File: config.mk
export PLATFORM = sky130hd
export DESIGN_NAME = decode_top
export DESIGN_NICKNAME = d
export VERILOG_FILES = /design/src/rtl/rv_isa_pkg.sv /design/src/rtl/uop_pkg.sv /design/src/rtl/writeback_if.sv /design/src/rtl/imm_generator.sv /design/src/rtl/reg_file.sv /design/src/rtl/reg_scoreboard.sv /design/src/rtl/instr_decoder.sv /design/src/rtl/decode_top.sv
export SDC_FILE = /design/constraint.sdc
export NUM_CORES = 2
export LEC_CHECK = 0
export ABC_AREA = 1
export BUFFER_PORTS_ARGS = -buffer_cell sky130_fd_sc_hd__buf_4
export CAP_MARGIN = 10
export CORE_UTILIZATION = 30
export CTS_BUF_LIST = sky130_fd_sc_hd__clkbuf_8
export DETAILED_ROUTE_END_ITERATION = 10
export GPL_ROUTABILITY_DRIVEN = 0
export SKIP_LAST_GASP = 1
export SYNTH_ARGS = -nofsm -noshare
export SYNTH_HDL_FRONTEND = slang
export SYNTH_HIERARCHICAL = 1
export SYNTH_SLANG_ARGS = --single-unit
File: constraint.sdc
create_clock -name clk_i -period 6.32 [get_ports clk_i]
set_input_delay 1.264 -clock clk_i [delete_from_list [all_inputs] [get_ports clk_i]]
set_output_delay 1.264 -clock clk_i [all_outputs]
set_load 0.01 [all_outputs]
File: src/rtl/rv_isa_pkg.sv
package rv_isa_pkg;

    localparam int xlen = 32;

    typedef logic [4:0] reg_idx_t;

    // ####################
    // Major opcodes
    // ####################
    localparam logic [6:0] op_lui    = 7'b0110111;
    localparam logic [6:0] op_auipc  = 7'b0010111;
    localparam logic [6:0] op_jal    = 7'b1101111;
    localparam logic [6:0] op_jalr   = 7'b1100111;
    localparam logic [6:0] op_branch = 7'b1100011;
    localparam logic [6:0] op_load   = 7'b0000011;
    localparam logic [6:0] op_store  = 7'b0100011;
    localparam logic [6:0] op_imm    = 7'b0010011;
    localparam logic [6:0] op_reg    = 7'b0110011;

    // ####################
    // funct3 and funct7
    // ####################
    localparam logic [2:0] f3_jalr    = 3'b000;
    localparam logic [2:0] f3_beq     = 3'b000;
    localparam logic [2:0] f3_bne     = 3'b001;
    localparam logic [2:0] f3_blt     = 3'b100;
    localparam logic [2:0] f3_word    = 3'b010;
    localparam logic [2:0] f3_addi    = 3'b000;
    localparam logic [2:0] f3_add_sub = 3'b000;
    localparam logic [2:0] f3_xor     = 3'b100;
    localparam logic [2:0] f3_or      = 3'b110;
    localparam logic [2:0] f3_and     = 3'b111;

    localparam logic [6:0] f7_base = 7'b0000000;
    localparam logic [6:0] f7_sub  = 7'b0100000;

    // Bits that take part in matching
    localparam logic [31:0] mask_op       = 32'h0000_007f;
    localparam logic [31:0] mask_op_f3    = 32'h0000_707f;
    localparam logic [31:0] mask_op_f3_f7 = 32'hfe00_707f;

    typedef enum logic [2:0] {
        fmt_none,
        fmt_i,
        fmt_s,
        fmt_b,
        fmt_u,
        fmt_j
    } imm_fmt_e;

    // One instruction word in each base format
    typedef union packed {
        struct packed {
            logic [6:0] funct7;
            reg_idx_t   rs2;
            reg_idx_t   rs1;
            logic [2:0] funct3;
            reg_idx_t   rd;
            logic [6:0] opcode;
        } r;
        struct packed {
            logic [11:0] imm;
            reg_idx_t    rs1;
            logic [2:0]  funct3;
            reg_idx_t    rd;
            logic [6:0]  opcode;
        } i;
        struct packed {
            logic [6:0] imm_hi;
            reg_idx_t   rs2;
            reg_idx_t   rs1;
            logic [2:0] funct3;
            logic [4:0] imm_lo;
            logic [6:0] opcode;
        } s;
        struct packed {
            logic       imm_12;
            logic [5:0] imm_10_5;
            reg_idx_t   rs2;
            reg_idx_t   rs1;
            logic [2:0] funct3;
            logic [3:0] imm_4_1;
            logic       imm_11;
            logic [6:0] opcode;
        } b;
        struct packed {
            logic [19:0] imm;
            reg_idx_t    rd;
            logic [6:0]  opcode;
        } u;
        struct packed {
            logic       imm_20;
            logic [9:0] imm_10_1;
            logic       imm_11;
            logic [7:0] imm_19_12;
            reg_idx_t   rd;
            logic [6:0] opcode;
        } j;
    } instr_u;

endpackage

File: src/rtl/uop_pkg.sv
package uop_pkg;

    import rv_isa_pkg::*;

    localparam int TAG_BITS = 4;

    typedef enum logic [3:0] {
        alu_none,
        alu_add,
        alu_sub,
        alu_or,
        alu_and,
        alu_xor,
        alu_pass_b
    } alu_op_e;

    typedef enum logic [1:0] {
        wb_none,
        wb_alu,
        wb_mem,
        wb_pc_plus4
    } wb_sel_e;

    typedef enum logic [2:0] {
        br_none,
        br_beq,
        br_bne,
        br_blt,
        br_jal,
        br_jalr
    } br_op_e;

    typedef enum logic [1:0] {
        mem_none,
        mem_load_word,
        mem_store_word
    } mem_op_e;

    typedef struct packed {
        logic                valid;
        logic [xlen-1:0]     pc;
        logic [TAG_BITS-1:0] tag;
        reg_idx_t            rd;
        logic [xlen-1:0]     rs1_val;
        logic [xlen-1:0]     rs2_val;
        logic [xlen-1:0]     imm;
        alu_op_e             alu_op;
        wb_sel_e             wb_sel;
        br_op_e              br_op;
        mem_op_e             mem_op;
        // AUIPC and JAL add imm to pc
        logic                use_pc;
    } uop_t;

endpackage

File: src/rtl/writeback_if.sv
`timescale 1ns/1ps

interface writeback_if
    import rv_isa_pkg::*;
#(
    parameter int TAG_BITS = uop_pkg::TAG_BITS
) ();

    logic                wb_valid;
    reg_idx_t            wb_rd;
    logic [TAG_BITS-1:0] wb_tag;
    logic [xlen-1:0]     wb_data;

    modport producer (output wb_valid, wb_rd, wb_tag, wb_data);
    modport consumer (input wb_valid, wb_rd, wb_tag, wb_data);

endinterface

File: src/rtl/imm_generator.sv
`timescale 1ns/1ps

module imm_generator
    import rv_isa_pkg::*;
(
    input  instr_u          instr_i,
    input  imm_fmt_e        imm_fmt_i,
    output logic [xlen-1:0] imm_o
);

    always_comb begin
        case (imm_fmt_i)
            fmt_i: begin
                imm_o = {{20{instr_i.i.imm[11]}}, instr_i.i.imm};
            end
            fmt_s: begin
                imm_o = {{20{instr_i.s.imm_hi[6]}}, instr_i.s.imm_hi, instr_i.s.imm_lo};
            end
            // Branch offsets are always even
            fmt_b: begin
                imm_o = {{20{instr_i.b.imm_12}}, instr_i.b.imm_11, instr_i.b.imm_10_5,
                         instr_i.b.imm_4_1, 1'b0};
            end
            fmt_u: begin
                imm_o = {instr_i.u.imm, 12'b0};
            end
            fmt_j: begin
                imm_o = {{12{instr_i.j.imm_20}}, instr_i.j.imm_19_12, instr_i.j.imm_11,
                         instr_i.j.imm_10_1, 1'b0};
            end
            default: begin
                imm_o = '0;
            end
        endcase
    end

endmodule

File: src/rtl/reg_file.sv
`timescale 1ns/1ps

module reg_file
    import rv_isa_pkg::*;
(
    input  logic            clk_i,
    input  logic            rst_i,
    input  reg_idx_t        rs1_i,
    input  reg_idx_t        rs2_i,
    output logic [xlen-1:0] rs1_val_o,
    output logic [xlen-1:0] rs2_val_o,
    writeback_if.consumer   wb
);

    // x0 has no storage
    logic [xlen-1:0] regs_q [1:31];
    logic            wr_en;

    assign wr_en = wb.wb_valid && (wb.wb_rd != '0);

    always_ff @(posedge clk_i) begin
        if (!rst_i) begin
            for (int r = 1; r < 32; r++) begin
                regs_q[r] <= '0;
            end
        end else if (wr_en) begin
            regs_q[wb.wb_rd] <= wb.wb_data;
        end
    end

    // Write-first, a writeback in this cycle is seen at once
    always_comb begin
        rs1_val_o = '0;
        if (rs1_i != '0) begin
            rs1_val_o = (wr_en && (wb.wb_rd == rs1_i)) ? wb.wb_data : regs_q[rs1_i];
        end
    end

    always_comb begin
        rs2_val_o = '0;
        if (rs2_i != '0) begin
            rs2_val_o = (wr_en && (wb.wb_rd == rs2_i)) ? wb.wb_data : regs_q[rs2_i];
        end
    end

endmodule

File: src/rtl/reg_scoreboard.sv
`timescale 1ns/1ps

module reg_scoreboard
    import rv_isa_pkg::*;
#(
    parameter int TAG_BITS = uop_pkg::TAG_BITS
) (
    input  logic                clk_i,
    input  logic                rst_i,
    input  reg_idx_t            rs1_i,
    input  reg_idx_t            rs2_i,
    input  logic                rs1_used_i,
    input  logic                rs2_used_i,
    input  logic                fetch_valid_i,
    input  logic                flush_i,
    input  logic                issue_i,
    input  reg_idx_t            issue_rd_i,
    input  logic [TAG_BITS-1:0] issue_tag_i,
    output logic                stall_o,
    writeback_if.consumer       wb
);

    logic [31:0]         busy_q;
    logic [TAG_BITS-1:0] owner_q [32];
    logic                set_busy;
    logic                clr_busy;
    logic                rs1_wait;
    logic                rs2_wait;

    // Only the newest writer of a register releases it
    assign clr_busy = wb.wb_valid && busy_q[wb.wb_rd] && (owner_q[wb.wb_rd] == wb.wb_tag);
    assign set_busy = issue_i && (issue_rd_i != '0);

    always_ff @(posedge clk_i) begin
        if (!rst_i) begin
            busy_q <= '0;
        end else begin
            if (clr_busy) begin
                busy_q[wb.wb_rd] <= 1'b0;
            end
            // New issue wins over a release of the same register
            if (set_busy) begin
                busy_q[issue_rd_i] <= 1'b1;
            end
        end
    end

    always_ff @(posedge clk_i) begin
        if (set_busy) begin
            owner_q[issue_rd_i] <= issue_tag_i;
        end
    end

    // A matching writeback in this cycle is bypassed and ends the wait
    assign rs1_wait = rs1_used_i && busy_q[rs1_i]
                      && !(wb.wb_valid && (wb.wb_rd == rs1_i) && (wb.wb_tag == owner_q[rs1_i]));
    assign rs2_wait = rs2_used_i && busy_q[rs2_i]
                      && !(wb.wb_valid && (wb.wb_rd == rs2_i) && (wb.wb_tag == owner_q[rs2_i]));

    assign stall_o = fetch_valid_i && !flush_i && (rs1_wait || rs2_wait);

    a_x0_never_busy: assert property (@(posedge clk_i) disable iff (!rst_i) !busy_q[0]);

endmodule

File: src/rtl/instr_decoder.sv
`timescale 1ns/1ps

module instr_decoder
    import rv_isa_pkg::*, uop_pkg::*;
#(
    parameter int TAG_BITS = uop_pkg::TAG_BITS
) (
    input  logic                clk_i,
    input  logic                rst_i,
    input  logic                flush_i,
    input  logic [xlen-1:0]     fetch_instr_i,
    input  logic [xlen-1:0]     fetch_pc_i,
    input  logic                fetch_valid_i,
    input  logic [xlen-1:0]     rs1_val_i,
    input  logic [xlen-1:0]     rs2_val_i,
    input  logic [xlen-1:0]     imm_i,
    input  logic                stall_i,
    output reg_idx_t            rs1_o,
    output reg_idx_t            rs2_o,
    output logic                rs1_used_o,
    output logic                rs2_used_o,
    output imm_fmt_e            imm_fmt_o,
    output logic                issue_o,
    output reg_idx_t            issue_rd_o,
    output logic [TAG_BITS-1:0] issue_tag_o,
    output uop_t                uop_o,
    output logic                illegal_o
);

    // ####################
    // Instruction matching
    // ####################
    localparam int i_lui   = 0;
    localparam int i_auipc = 1;
    localparam int i_jalr  = 2;
    localparam int i_jal   = 3;
    localparam int i_beq   = 4;
    localparam int i_bne   = 5;
    localparam int i_blt   = 6;
    localparam int i_lw    = 7;
    localparam int i_sw    = 8;
    localparam int i_addi  = 9;
    localparam int i_add   = 10;
    localparam int i_sub   = 11;
    localparam int i_or    = 12;
    localparam int i_and   = 13;
    localparam int i_xor   = 14;
    localparam int n_instr = 15;

    function automatic logic [31:0] pat(logic [6:0] f7, logic [2:0] f3, logic [6:0] op);
        return {f7, 10'b0, f3, 5'b0, op};
    endfunction

    localparam logic [31:0] instr_mask [n_instr] = '{
        mask_op, mask_op, mask_op_f3, mask_op, mask_op_f3, mask_op_f3, mask_op_f3,
        mask_op_f3, mask_op_f3, mask_op_f3, mask_op_f3_f7, mask_op_f3_f7, mask_op_f3_f7,
        mask_op_f3_f7, mask_op_f3_f7
    };

    localparam logic [31:0] instr_match [n_instr] = '{
        pat(7'b0, 3'b0, op_lui), pat(7'b0, 3'b0, op_auipc), pat(7'b0, f3_jalr, op_jalr),
        pat(7'b0, 3'b0, op_jal), pat(7'b0, f3_beq, op_branch), pat(7'b0, f3_bne, op_branch),
        pat(7'b0, f3_blt, op_branch), pat(7'b0, f3_word, op_load),
        pat(7'b0, f3_word, op_store), pat(7'b0, f3_addi, op_imm),
        pat(f7_base, f3_add_sub, op_reg), pat(f7_sub, f3_add_sub, op_reg),
        pat(f7_base, f3_or, op_reg), pat(f7_base, f3_and, op_reg), pat(f7_base, f3_xor, op_reg)
    };

    instr_u              instr;
    logic [n_instr-1:0]  hit;
    logic                offered;
    logic                accept;
    logic                has_wb;
    logic [TAG_BITS-1:0] tag_q;
    uop_t                uop_ctl;
    uop_t                uop_d;
    uop_t                uop_q;
    logic                illegal_q;

    assign instr = fetch_instr_i;

    always_comb begin
        for (int k = 0; k < n_instr; k++) begin
            hit[k] = (fetch_instr_i & instr_mask[k]) == instr_match[k];
        end
    end

    assign offered = fetch_valid_i && !flush_i;
    assign accept  = offered && !stall_i && (|hit);

    // ####################
    // Micro-op fields
    // ####################
    always_comb begin
        uop_ctl    = '0;
        rs1_used_o = 1'b0;
        rs2_used_o = 1'b0;
        imm_fmt_o  = fmt_none;
        case (1'b1)
            hit[i_lui]: begin
                imm_fmt_o      = fmt_u;
                uop_ctl.alu_op = alu_pass_b;
                uop_ctl.wb_sel = wb_alu;
            end
            hit[i_auipc]: begin
                imm_fmt_o      = fmt_u;
                uop_ctl.alu_op = alu_add;
                uop_ctl.wb_sel = wb_alu;
                uop_ctl.use_pc = 1'b1;
            end
            hit[i_jal]: begin
                imm_fmt_o      = fmt_j;
                uop_ctl.alu_op = alu_add;
                uop_ctl.wb_sel = wb_pc_plus4;
                uop_ctl.br_op  = br_jal;
                uop_ctl.use_pc = 1'b1;
            end
            hit[i_jalr]: begin
                rs1_used_o     = 1'b1;
                imm_fmt_o      = fmt_i;
                uop_ctl.alu_op = alu_add;
                uop_ctl.wb_sel = wb_pc_plus4;
                uop_ctl.br_op  = br_jalr;
            end
            hit[i_beq], hit[i_bne], hit[i_blt]: begin
                rs1_used_o    = 1'b1;
                rs2_used_o    = 1'b1;
                imm_fmt_o     = fmt_b;
                uop_ctl.br_op = hit[i_beq] ? br_beq : (hit[i_bne] ? br_bne : br_blt);
            end
            hit[i_lw]: begin
                rs1_used_o     = 1'b1;
                imm_fmt_o      = fmt_i;
                uop_ctl.alu_op = alu_add;
                uop_ctl.wb_sel = wb_mem;
                uop_ctl.mem_op = mem_load_word;
            end
            hit[i_sw]: begin
                rs1_used_o     = 1'b1;
                rs2_used_o     = 1'b1;
                imm_fmt_o      = fmt_s;
                uop_ctl.alu_op = alu_add;
                uop_ctl.mem_op = mem_store_word;
            end
            hit[i_addi]: begin
                rs1_used_o     = 1'b1;
                imm_fmt_o      = fmt_i;
                uop_ctl.alu_op = alu_add;
                uop_ctl.wb_sel = wb_alu;
            end
            hit[i_add], hit[i_sub], hit[i_or], hit[i_and], hit[i_xor]: begin
                rs1_used_o     = 1'b1;
                rs2_used_o     = 1'b1;
                uop_ctl.wb_sel = wb_alu;
                if (hit[i_sub]) begin
                    uop_ctl.alu_op = alu_sub;
                end else if (hit[i_or]) begin
                    uop_ctl.alu_op = alu_or;
                end else if (hit[i_and]) begin
                    uop_ctl.alu_op = alu_and;
                end else if (hit[i_xor]) begin
                    uop_ctl.alu_op = alu_xor;
                end else begin
                    uop_ctl.alu_op = alu_add;
                end
            end
            default: begin
                uop_ctl.alu_op = alu_none;
            end
        endcase
    end

    assign has_wb = uop_ctl.wb_sel != wb_none;

    // Operand values and bookkeeping
    always_comb begin
        uop_d         = uop_ctl;
        uop_d.valid   = accept;
        uop_d.pc      = fetch_pc_i;
        uop_d.tag     = tag_q;
        uop_d.rd      = has_wb ? instr.r.rd : '0;
        uop_d.rs1_val = rs1_used_o ? rs1_val_i : '0;
        uop_d.rs2_val = rs2_used_o ? rs2_val_i : '0;
        uop_d.imm     = imm_i;
    end

    assign rs1_o       = instr.r.rs1;
    assign rs2_o       = instr.r.rs2;
    assign issue_o     = accept && has_wb;
    assign issue_rd_o  = instr.r.rd;
    assign issue_tag_o = tag_q;

    always_ff @(posedge clk_i) begin
        if (!rst_i) begin
            uop_q.valid <= 1'b0;
            illegal_q   <= 1'b0;
            tag_q       <= '0;
        end else begin
            uop_q     <= uop_d;
            illegal_q <= offered && !stall_i && !(|hit);
            if (accept) begin
                tag_q <= tag_q + TAG_BITS'(1);
            end
        end
    end

    assign uop_o     = uop_q;
    assign illegal_o = illegal_q;

    a_hit_onehot: assert property (@(posedge clk_i) disable iff (!rst_i) $onehot0(hit));

endmodule

File: src/rtl/decode_top.sv
`timescale 1ns/1ps

module decode_top
    import rv_isa_pkg::*, uop_pkg::*;
#(
    parameter int TAG_BITS = uop_pkg::TAG_BITS
) (
    input  logic                clk_i,
    input  logic                rst_i,
    input  logic                flush_i,
    input  logic [xlen-1:0]     fetch_instr_i,
    input  logic [xlen-1:0]     fetch_pc_i,
    input  logic                fetch_valid_i,
    input  logic                wb_valid_i,
    input  reg_idx_t            wb_rd_i,
    input  logic [TAG_BITS-1:0] wb_tag_i,
    input  logic [xlen-1:0]     wb_data_i,
    output logic                stall_o,
    output logic                illegal_o,
    output uop_t                uop_o
);

    reg_idx_t            rs1;
    reg_idx_t            rs2;
    logic                rs1_used;
    logic                rs2_used;
    logic [xlen-1:0]     rs1_val;
    logic [xlen-1:0]     rs2_val;
    imm_fmt_e            imm_fmt;
    logic [xlen-1:0]     imm;
    logic                issue;
    reg_idx_t            issue_rd;
    logic [TAG_BITS-1:0] issue_tag;

    writeback_if #(.TAG_BITS(TAG_BITS)) wb_bus ();

    assign wb_bus.wb_valid = wb_valid_i;
    assign wb_bus.wb_rd    = wb_rd_i;
    assign wb_bus.wb_tag   = wb_tag_i;
    assign wb_bus.wb_data  = wb_data_i;

    instr_decoder #(.TAG_BITS(TAG_BITS)) u_decoder (
        .clk_i        (clk_i),
        .rst_i        (rst_i),
        .flush_i      (flush_i),
        .fetch_instr_i(fetch_instr_i),
        .fetch_pc_i   (fetch_pc_i),
        .fetch_valid_i(fetch_valid_i),
        .rs1_val_i    (rs1_val),
        .rs2_val_i    (rs2_val),
        .imm_i        (imm),
        .stall_i      (stall_o),
        .rs1_o        (rs1),
        .rs2_o        (rs2),
        .rs1_used_o   (rs1_used),
        .rs2_used_o   (rs2_used),
        .imm_fmt_o    (imm_fmt),
        .issue_o      (issue),
        .issue_rd_o   (issue_rd),
        .issue_tag_o  (issue_tag),
        .uop_o        (uop_o),
        .illegal_o    (illegal_o)
    );

    reg_file u_reg_file (
        .clk_i    (clk_i),
        .rst_i    (rst_i),
        .rs1_i    (rs1),
        .rs2_i    (rs2),
        .rs1_val_o(rs1_val),
        .rs2_val_o(rs2_val),
        .wb       (wb_bus.consumer)
    );

    reg_scoreboard #(.TAG_BITS(TAG_BITS)) u_scoreboard (
        .clk_i        (clk_i),
        .rst_i        (rst_i),
        .rs1_i        (rs1),
        .rs2_i        (rs2),
        .rs1_used_i   (rs1_used),
        .rs2_used_i   (rs2_used),
        .fetch_valid_i(fetch_valid_i),
        .flush_i      (flush_i),
        .issue_i      (issue),
        .issue_rd_i   (issue_rd),
        .issue_tag_i  (issue_tag),
        .stall_o      (stall_o),
        .wb           (wb_bus.consumer)
    );

    imm_generator u_imm_gen (
        .instr_i  (fetch_instr_i),
        .imm_fmt_i(imm_fmt),
        .imm_o    (imm)
    );

endmodule

=== Yosys cells after proc, flatten, opt, wreduce, memory -nomap -nowiden ===
Memories as Yosys holds them, arrays and structs flattened. A register that Yosys moved wholly into a read port is not among the register bits.
Cells that the tools add are included.

* Multiplexer cells: 78
* Bitwise operators: 5
* Reduce and logical (&&, ||, !) cells: 45
* Magnitude comparators: 6
* $add $sub $neg: 1
* Equal/unequal tests: 25

{| class="wikitable"
|+ Operator list
! cell !! number
|-
| one-hot mux 32 bit (5 select lines) || 1
|-
| two-way mux 32 bit || 4
|-
| two-way mux 3 bit || 22
|-
| == test 17 x 10 -> 1 bit, second input constant || 3
|-
| two-way mux 1 bit || 35
|-
| AND 32 bit || 1
|-
| NOT 32 bit || 1
|-
| OR 32 bit || 1
|-
| OR reduction 32 bit || 1
|-
| less-than comparator 5 x 6 -> 1 bit, second input constant || 4
|-
| == test 10 x 7 -> 1 bit, second input constant || 2
|-
| == test 10 x 9 -> 1 bit, second input constant || 2
|-
| logical AND 1 bit || 20
|-
| two-way mux 2 bit || 10
|-
| nonzero test 5 bit || 4
|-
| == test 17 x 16 -> 1 bit, second input constant || 1
|-
| == test 17 x 6 -> 1 bit, second input constant || 1
|-
| binary-select mux 1 bit (select 5 bit) || 3
|-
| OR reduction 15 bit || 1
|-
| OR reduction 14 bit || 1
|-
| == test 4 bit || 3
|-
| demux 1 bit (select 5 bit) || 2
|-
| == test 10 bit, second input constant || 1
|-
| == test 10 x 5 -> 1 bit, second input constant || 1
|-
| 22 further kinds || 35
|}

* Register bits: 123
* Word-level logic and storage cells: 179
* Memories: 2
* Bits in writable memories: 1120
* Bits of input ports: 110

{| class="wikitable"
|+ Memories
! memory !! words !! bits a word !! rd ports !! clocked after memory_dff !! write ports !! RTL line !! text
|-
| u_reg_file.regs_q || 31 || 32 || 2 || 2 || 31 || reg_file.sv:16 || <nowiki>logic [xlen-1:0] regs_q [1:31];</nowiki>
|-
| u_scoreboard.owner_q || 32 || 4 || 3 || 0 || 1 || reg_scoreboard.sv:24 || <nowiki>logic [TAG_BITS-1:0] owner_q [32];</nowiki>
|}

=== Longest topological paths before layout ===
* Depth in word-level cells: 22
* Depth in mapped cells: 27
* Gate-level depth less buffers: 23

=== By module ===
Netlist, hierarchy kept.

{| class="wikitable"
|+ By module, submodules not included
! module !! times used !! cells each !! area each (µm²) !! seq. area each (µm²)
|-
| reg_file || 1 || 7412 || 58344.7 || 30749.5
|-
| reg_scoreboard || 1 || 1602 || 10805.4 || 4484.3
|-
| instr_decoder || 1 || 451 || 5899.4 || 4564.4
|-
| imm_generator || 1 || 92 || 455.4 || 0.0
|}

=== Least setup slack after synthesis ===
OpenSTA, ideal clock, no wires.

* Path type: input to register
* From: input port fetch_instr_i[15]
* To: memory u_scoreboard.owner_q[12][0], enable pin
* Stages: 25
* Buffers on the path: 4
* Path slack: 1.828 ns
* Setup time: 0.337 ns
* Required time: 5.983 ns
* Arrival time: 4.155 ns
* Cell sequence: buf_4 > buf_2 > inv_1 > buf_2 > buf_2 > nand2_1 > nand3_1 > nand3_1 > nand2_1 > nand2_1 > nand3_1 > nand2_1 > nand2_1 > nand2_1 > nor2_1 > nand3_1 > nand2_1 > a21oi_1 > nor3b_1 > nand2_4 > nor2_1 > o21ai_0 > inv_1 > nand2_1 > nor2_1

* Word-level cells in the longest chain between the ends: 14
* Elaborated cells between the ends (all ways): 19

{| class="wikitable"
|+ Ends and longest elaborated chain
! what !! RTL line !! text
|-
| start, declared || decode_top.sv:11 || <nowiki>input logic [xlen-1:0] fetch_instr_i,</nowiki>
|-
| memory read (32 x 4 bit) / == test 5 bit (equally long branches) || - ||
|-
| == test 4 bit / logical AND 1 bit (equally long branches) || reg_scoreboard.sv:56 || <nowiki>&& !(wb.wb_valid && (wb.wb_rd == rs1_i) && (wb.wb_tag == owner_q[rs1_i]));</nowiki>
|-
| logical AND 1 bit || reg_scoreboard.sv:56 ||
|-
| zero test 1 bit || reg_scoreboard.sv:56 ||
|-
| logical AND 1 bit * || reg_scoreboard.sv:56 ||
|-
| logical OR 1 bit * || reg_scoreboard.sv:60 || <nowiki>assign stall_o = fetch_valid_i && !flush_i && (rs1_wait || rs2_wait);</nowiki>
|-
| logical AND 1 bit * || reg_scoreboard.sv:60 ||
|-
| net stall_o || decode_top.sv:18 || <nowiki>output logic stall_o,</nowiki>
|-
| zero test 1 bit * || instr_decoder.sv:89 || <nowiki>assign accept = offered && !stall_i && (|hit);</nowiki>
|-
| logical AND 1 bit * (2 in series) || instr_decoder.sv:89 ||
|-
| logical AND 1 bit * || instr_decoder.sv:189 || <nowiki>assign issue_o = accept && has_wb;</nowiki>
|-
| net issue || decode_top.sv:31 || <nowiki>logic issue;</nowiki>
|-
| logical AND 1 bit * || reg_scoreboard.sv:32 || <nowiki>assign set_busy = issue_i && (issue_rd_i != '0);</nowiki>
|-
| two-way mux 1 bit * || reg_scoreboard.sv:49 || <nowiki>if (set_busy) begin</nowiki>
|-
| two-way mux 1 bit (not written as such) * || reg_scoreboard.sv:50 || <nowiki>owner_q[issue_rd_i] <= issue_tag_i;</nowiki>
|-
| end, declared || reg_scoreboard.sv:24 ||
|}

The timed path passes the listed nets; every way through them passes the cells marked *. The select of a mux whose other input is x is not followed.

=== Worst setup path in the final report ===
* From: input port fetch_instr_i[20]
* To: output port stall_o

* Word-level cells in the longest chain between the ends: 7
* Elaborated cells between the ends (all ways): 12

{| class="wikitable"
|+ Ends and longest elaborated chain
! what !! RTL line !! text
|-
| memory read (32 x 4 bit) / == test 5 bit (equally long branches) || - ||
|-
| == test 4 bit / logical AND 1 bit (equally long branches) || reg_scoreboard.sv:58 || <nowiki>&& !(wb.wb_valid && (wb.wb_rd == rs2_i) && (wb.wb_tag == owner_q[rs2_i]));</nowiki>
|-
| logical AND 1 bit || reg_scoreboard.sv:58 ||
|-
| zero test 1 bit || reg_scoreboard.sv:58 ||
|-
| logical AND 1 bit * || reg_scoreboard.sv:58 ||
|-
| logical OR 1 bit * || reg_scoreboard.sv:60 ||
|-
| logical AND 1 bit * || reg_scoreboard.sv:60 ||
|-
| end, declared || decode_top.sv:18 ||
|}

Mark *: on every way between the ends. The rest lies on a longest branch, timed or not. The select of a mux whose other input is x is not followed.

==> summary.log <==
[timing] time the worst path needs with I/O delays and setup 4.81 ns
[layout] footprint of the flip-flops and latches 0.0398 mm²
[logic_synthesis] number of distinct library cell variants in the gate-level netlist after synthesis 44
[clock_network] post-CTS clock slew at the launch and capture registers of the worst setup and hold paths 0.06 ns
[hold_path] class of the most critical hold timing path in2reg
[timing] actual slew at the worst max-slew pin 1.29 ns
[clock_network] maximum buffer depth of the clock tree 3
[clock_network] Clock Root Buffer sky130_fd_sc_hd__clkbuf_8
[clock_network] CTS tree done
[hold_path] Hold Path Origin fetch_pc_i[15]
[setup_path] Reg2Reg Depth 20
[power_and_ir_drop] power density normalized to cell area 251 mW/mm²
[power_and_ir_drop] cell leakage power 0.0360 µW
[setup_path] largest fanout on the critical path 82
[logic_synthesis] Synth area leader sky130_fd_sc_hd__edfxtp_1
[detailed_routing] number of design-rule violations left by the first detailed-router iteration 10,100
[clock_network] Gates resized, CTS repair 0
[detailed_routing] drc violations 0
[layout] Layout fillers 26,000
[grt] largest net degree at the start of global routing 184
[grt] Remaining Overflow, GRT 0
[timing] setup clock skew after layout 0.0760 ns
[clock_network] Setup Buffers After CTS 0
[logic_synthesis] flip-flop and latch count after synthesis 1,338
[logic_synthesis] Async SR Flop Fraction 0%
[clock_network] # hold bufs at CTS 0
[timing] Worst Hold Margin 0.409 ns
[detailed_routing] final routed wirelength across all metal layers 302 mm
[timing] setup repair after global routing missed its margin no
[hold_path] number of cells on the worst hold path 1
[setup_path] Crit path arrival time 3.55 ns
[timing] setup-violating endpoint count in the final report 0
[layout] Area growth syn-to-layout 12.5%
[logic_synthesis] warning count from the yosys run 6
[clock_network] later-pin clock latency in the skew report 1.04 ns
[logic_synthesis] cell area after synthesis 0.0755 mm²
[clock_network] H-tree lvl count 4
[setup_path] CP Data Required Time 5.06 ns
[clock_network] Inserted Clock Buffers 230
[logic_synthesis] largest cells by area after synthesis sky130_fd_sc_hd__edfxtp_1 52%, sky130_fd_sc_hd__nand2_1 13%, sky130_fd_sc_hd__nand3_1 8.9%
[timing] total negative slack for setup checks 0 ns
[floorplan] starting utilization of the core area 30.3%
[logic_synthesis] post-synth top area share 51.7%
[place] IO Port Bufs 260
[setup_path] R2R Path Start u_scoreboard/owner_q[21][0]
[timing] tightest slew margin relative to the limit 14.2%
[detailed_routing] routed via count 69,300
[power_and_ir_drop] worst ir drop on vdd 0.222 mV
[setup_path] R2R setup slack 2.62 ns
[timing] final-report hold violation count 0
[logic_synthesis] number of synthesized flops with an enable pin 1,300
[layout] combined area of the multi-input logic cells 0.0294 mm²
[floorplan] die footprint 0.254 mm²
[setup_path] Critical Path Start fetch_instr_i[20]
[layout] Total Nets Final 9,635
[detailed_routing] detail-routed net length per standard cell 23.2 µm
[detailed_routing] Routed Antenna Nets 0
[timing] fmax 208 MHz
[floorplan] placement row count 183
[logic_synthesis] most used flip-flop cell after synthesis sky130_fd_sc_hd__edfxtp_1
[logic_synthesis] fraction of the yosys area taken by sequential cells 52.7%
[grt] wire length of the first global-routing pass 431 mm
[timing] Pins Over Slew Limit 0
[floorplan] core region area 0.249 mm²
[grt] vias in the first global route 63,000
[setup_path] CP Launch Type input pin
[layout] proportion of layout cells with a drive suffix above 1 9.80%
[run] max-cap violations 0
[setup_path] critical path endpoint category output port
[status] outcome complete, no violations
[floorplan] top-level port count 262
[detailed_routing] post-detailed-route via-to-cell ratio 5.31
[logic_synthesis] post-synthesis area per instance 7.90 µm²
[grt] initial antenna violation count 10
[timing] final period utilization 76.2%
[logic_synthesis] synthesized netlist cell count 9,557
[clock_network] sink count of the clock tree 1,338
[detailed_routing] drt pass-1 iters 6
[floorplan] horizontal extent of the die 504 µm
[grt] global router's overall resource usage 23.0%
[place] estimated wirelength of the detail-placed design 180 mm
[floorplan] die height 504 µm
[setup_path] type of the setup path with the least slack in2out
cell type report:
type / count / share of cell area [%]
sequential: 1338 / 46.9
multi-input combinational: 6684 / 34.6
tap: 3330 / 4.91
timing repair buffer: 476 / 4.64
clock buffer: 236 / 3.83
inverter: 794 / 3.55
clock inverter: 182 / 1.55
antenna: 10 / 0.0295
synth_stat cells, drive strengths merged, types with 10 or more instances:
library cell	instances
buf	429
clkbuf	346
o21ai	445
o211ai	209
or2	46
inv	787
o221ai	10
dfxtp	38
nor3	26
nand3	1338
nand2	2566
nor2	1613
edfxtp	1300
a21oi	312
nand4	50
logic make-up (layout without fill, tap and decap cells):
| group | count (synthesis) | in the layout | share of synthesized area, % |
|---|---|---|---|
| DFF | 1338 | 1338 | 52.7 |
| and+or+nand+nor | 5645 | 5645 | 31.0 |
| AOI/OAI and AO/OA | 987 | 987 | 7.36 |
| xor gates and xnor gates | 14 | 14 | 0.162 |
| other | 3 | 47 | 0.0149 |
| adders and majority gates | 1 | 1 | 0.0166 |
| buffers and inverters | 1569 | 1688 | 8.76 |
power by group:
part           switching (µW)  internal (µW)  total (µW)
Combinational            2140            767        2910
Clock                    3870           4210        8090
Sequential                172          10100       10300
critical path, stage by stage:
cell and delay [ns]:
sky130_fd_sc_hd__buf_8 0.39, sky130_fd_sc_hd__inv_2 0.12, sky130_fd_sc_hd__buf_12 0.21, sky130_fd_sc_hd__nand2_1 0.11, sky130_fd_sc_hd__nand3_1 0.07, sky130_fd_sc_hd__nand3_1 0.12
sky130_fd_sc_hd__nand2_1 0.06, sky130_fd_sc_hd__nand2_1 0.06, sky130_fd_sc_hd__nand3_1 0.15, sky130_fd_sc_hd__nand2_1 0.12, sky130_fd_sc_hd__nand2_1 0.05, sky130_fd_sc_hd__nand2_1 0.05
sky130_fd_sc_hd__nor2_1 0.04, sky130_fd_sc_hd__nand3_1 0.07, sky130_fd_sc_hd__nand2_1 0.06, sky130_fd_sc_hd__a21oi_1 0.28, sky130_fd_sc_hd__buf_4 0.19
layout by cell type (no fill, tap or decap), drive strengths merged, types with 46 or more instances in the layout:
cell,n
a21oi,312
buf,476
clkbuf,236
clkinv,83
edfxtp,1300
inv,870
nand2,2566
nand3,1338
nand4,50
nor2,1613
o211ai,209
o21ai,445
or2,46
worst paths after layout:
| path | to |
|---|---|
| setup / recovery | stall_o |
| setup reg to reg | u_scoreboard/owner_q[24][0] |
| hold / removal | u_decoder/uop_o[132] |
| hold reg to reg | u_scoreboard/busy_q[30] |
per-stage QoR:
| stage | util [%] | instance area [µm²] | total power [µW] | std cells | setup WS, ns |
|---|---|---|---|---|---|
| 3_3_place_gp | 32.2 | 80300 | 13300 | 12600 | 1.09 |
| 3_5_place_dp | 32.2 | 80300 | 13300 | 12600 | 1.07 |
| 2_1_floorplan | - | 75600 | 12200 | 9591 | 1.83 |
| 6_report | 34.1 | 84900 | 21300 | 13100 | 1.51 |
| 5_1_grt | 34.0 | 84900 | 22000 | 13000 | 1.38 |
| 4_1_cts | 34.0 | 84800 | 21300 | 13000 | 1.60 |
state kept, by name, indices dropped and copies added, names as in the netlist:
name	count
u_scoreboard/busy_q	32
u_decoder/illegal_o	1
u_decoder/issue_tag_o	4
u_scoreboard/owner_q	128
u_reg_file/regs_q	1024
u_decoder/uop_o	149
per-layer routing:
layer  up-vias  wire length [µm]  global-route usage [%]
met1     32700            114000                    29.6
met5         -                 0                       0
met4         0             18100                    13.5
li1      31300                 -                       -
met2      4530            136000                    35.9
met3       820             33900                    4.38
No activity file was read; power rests on OpenSTA's default activity.
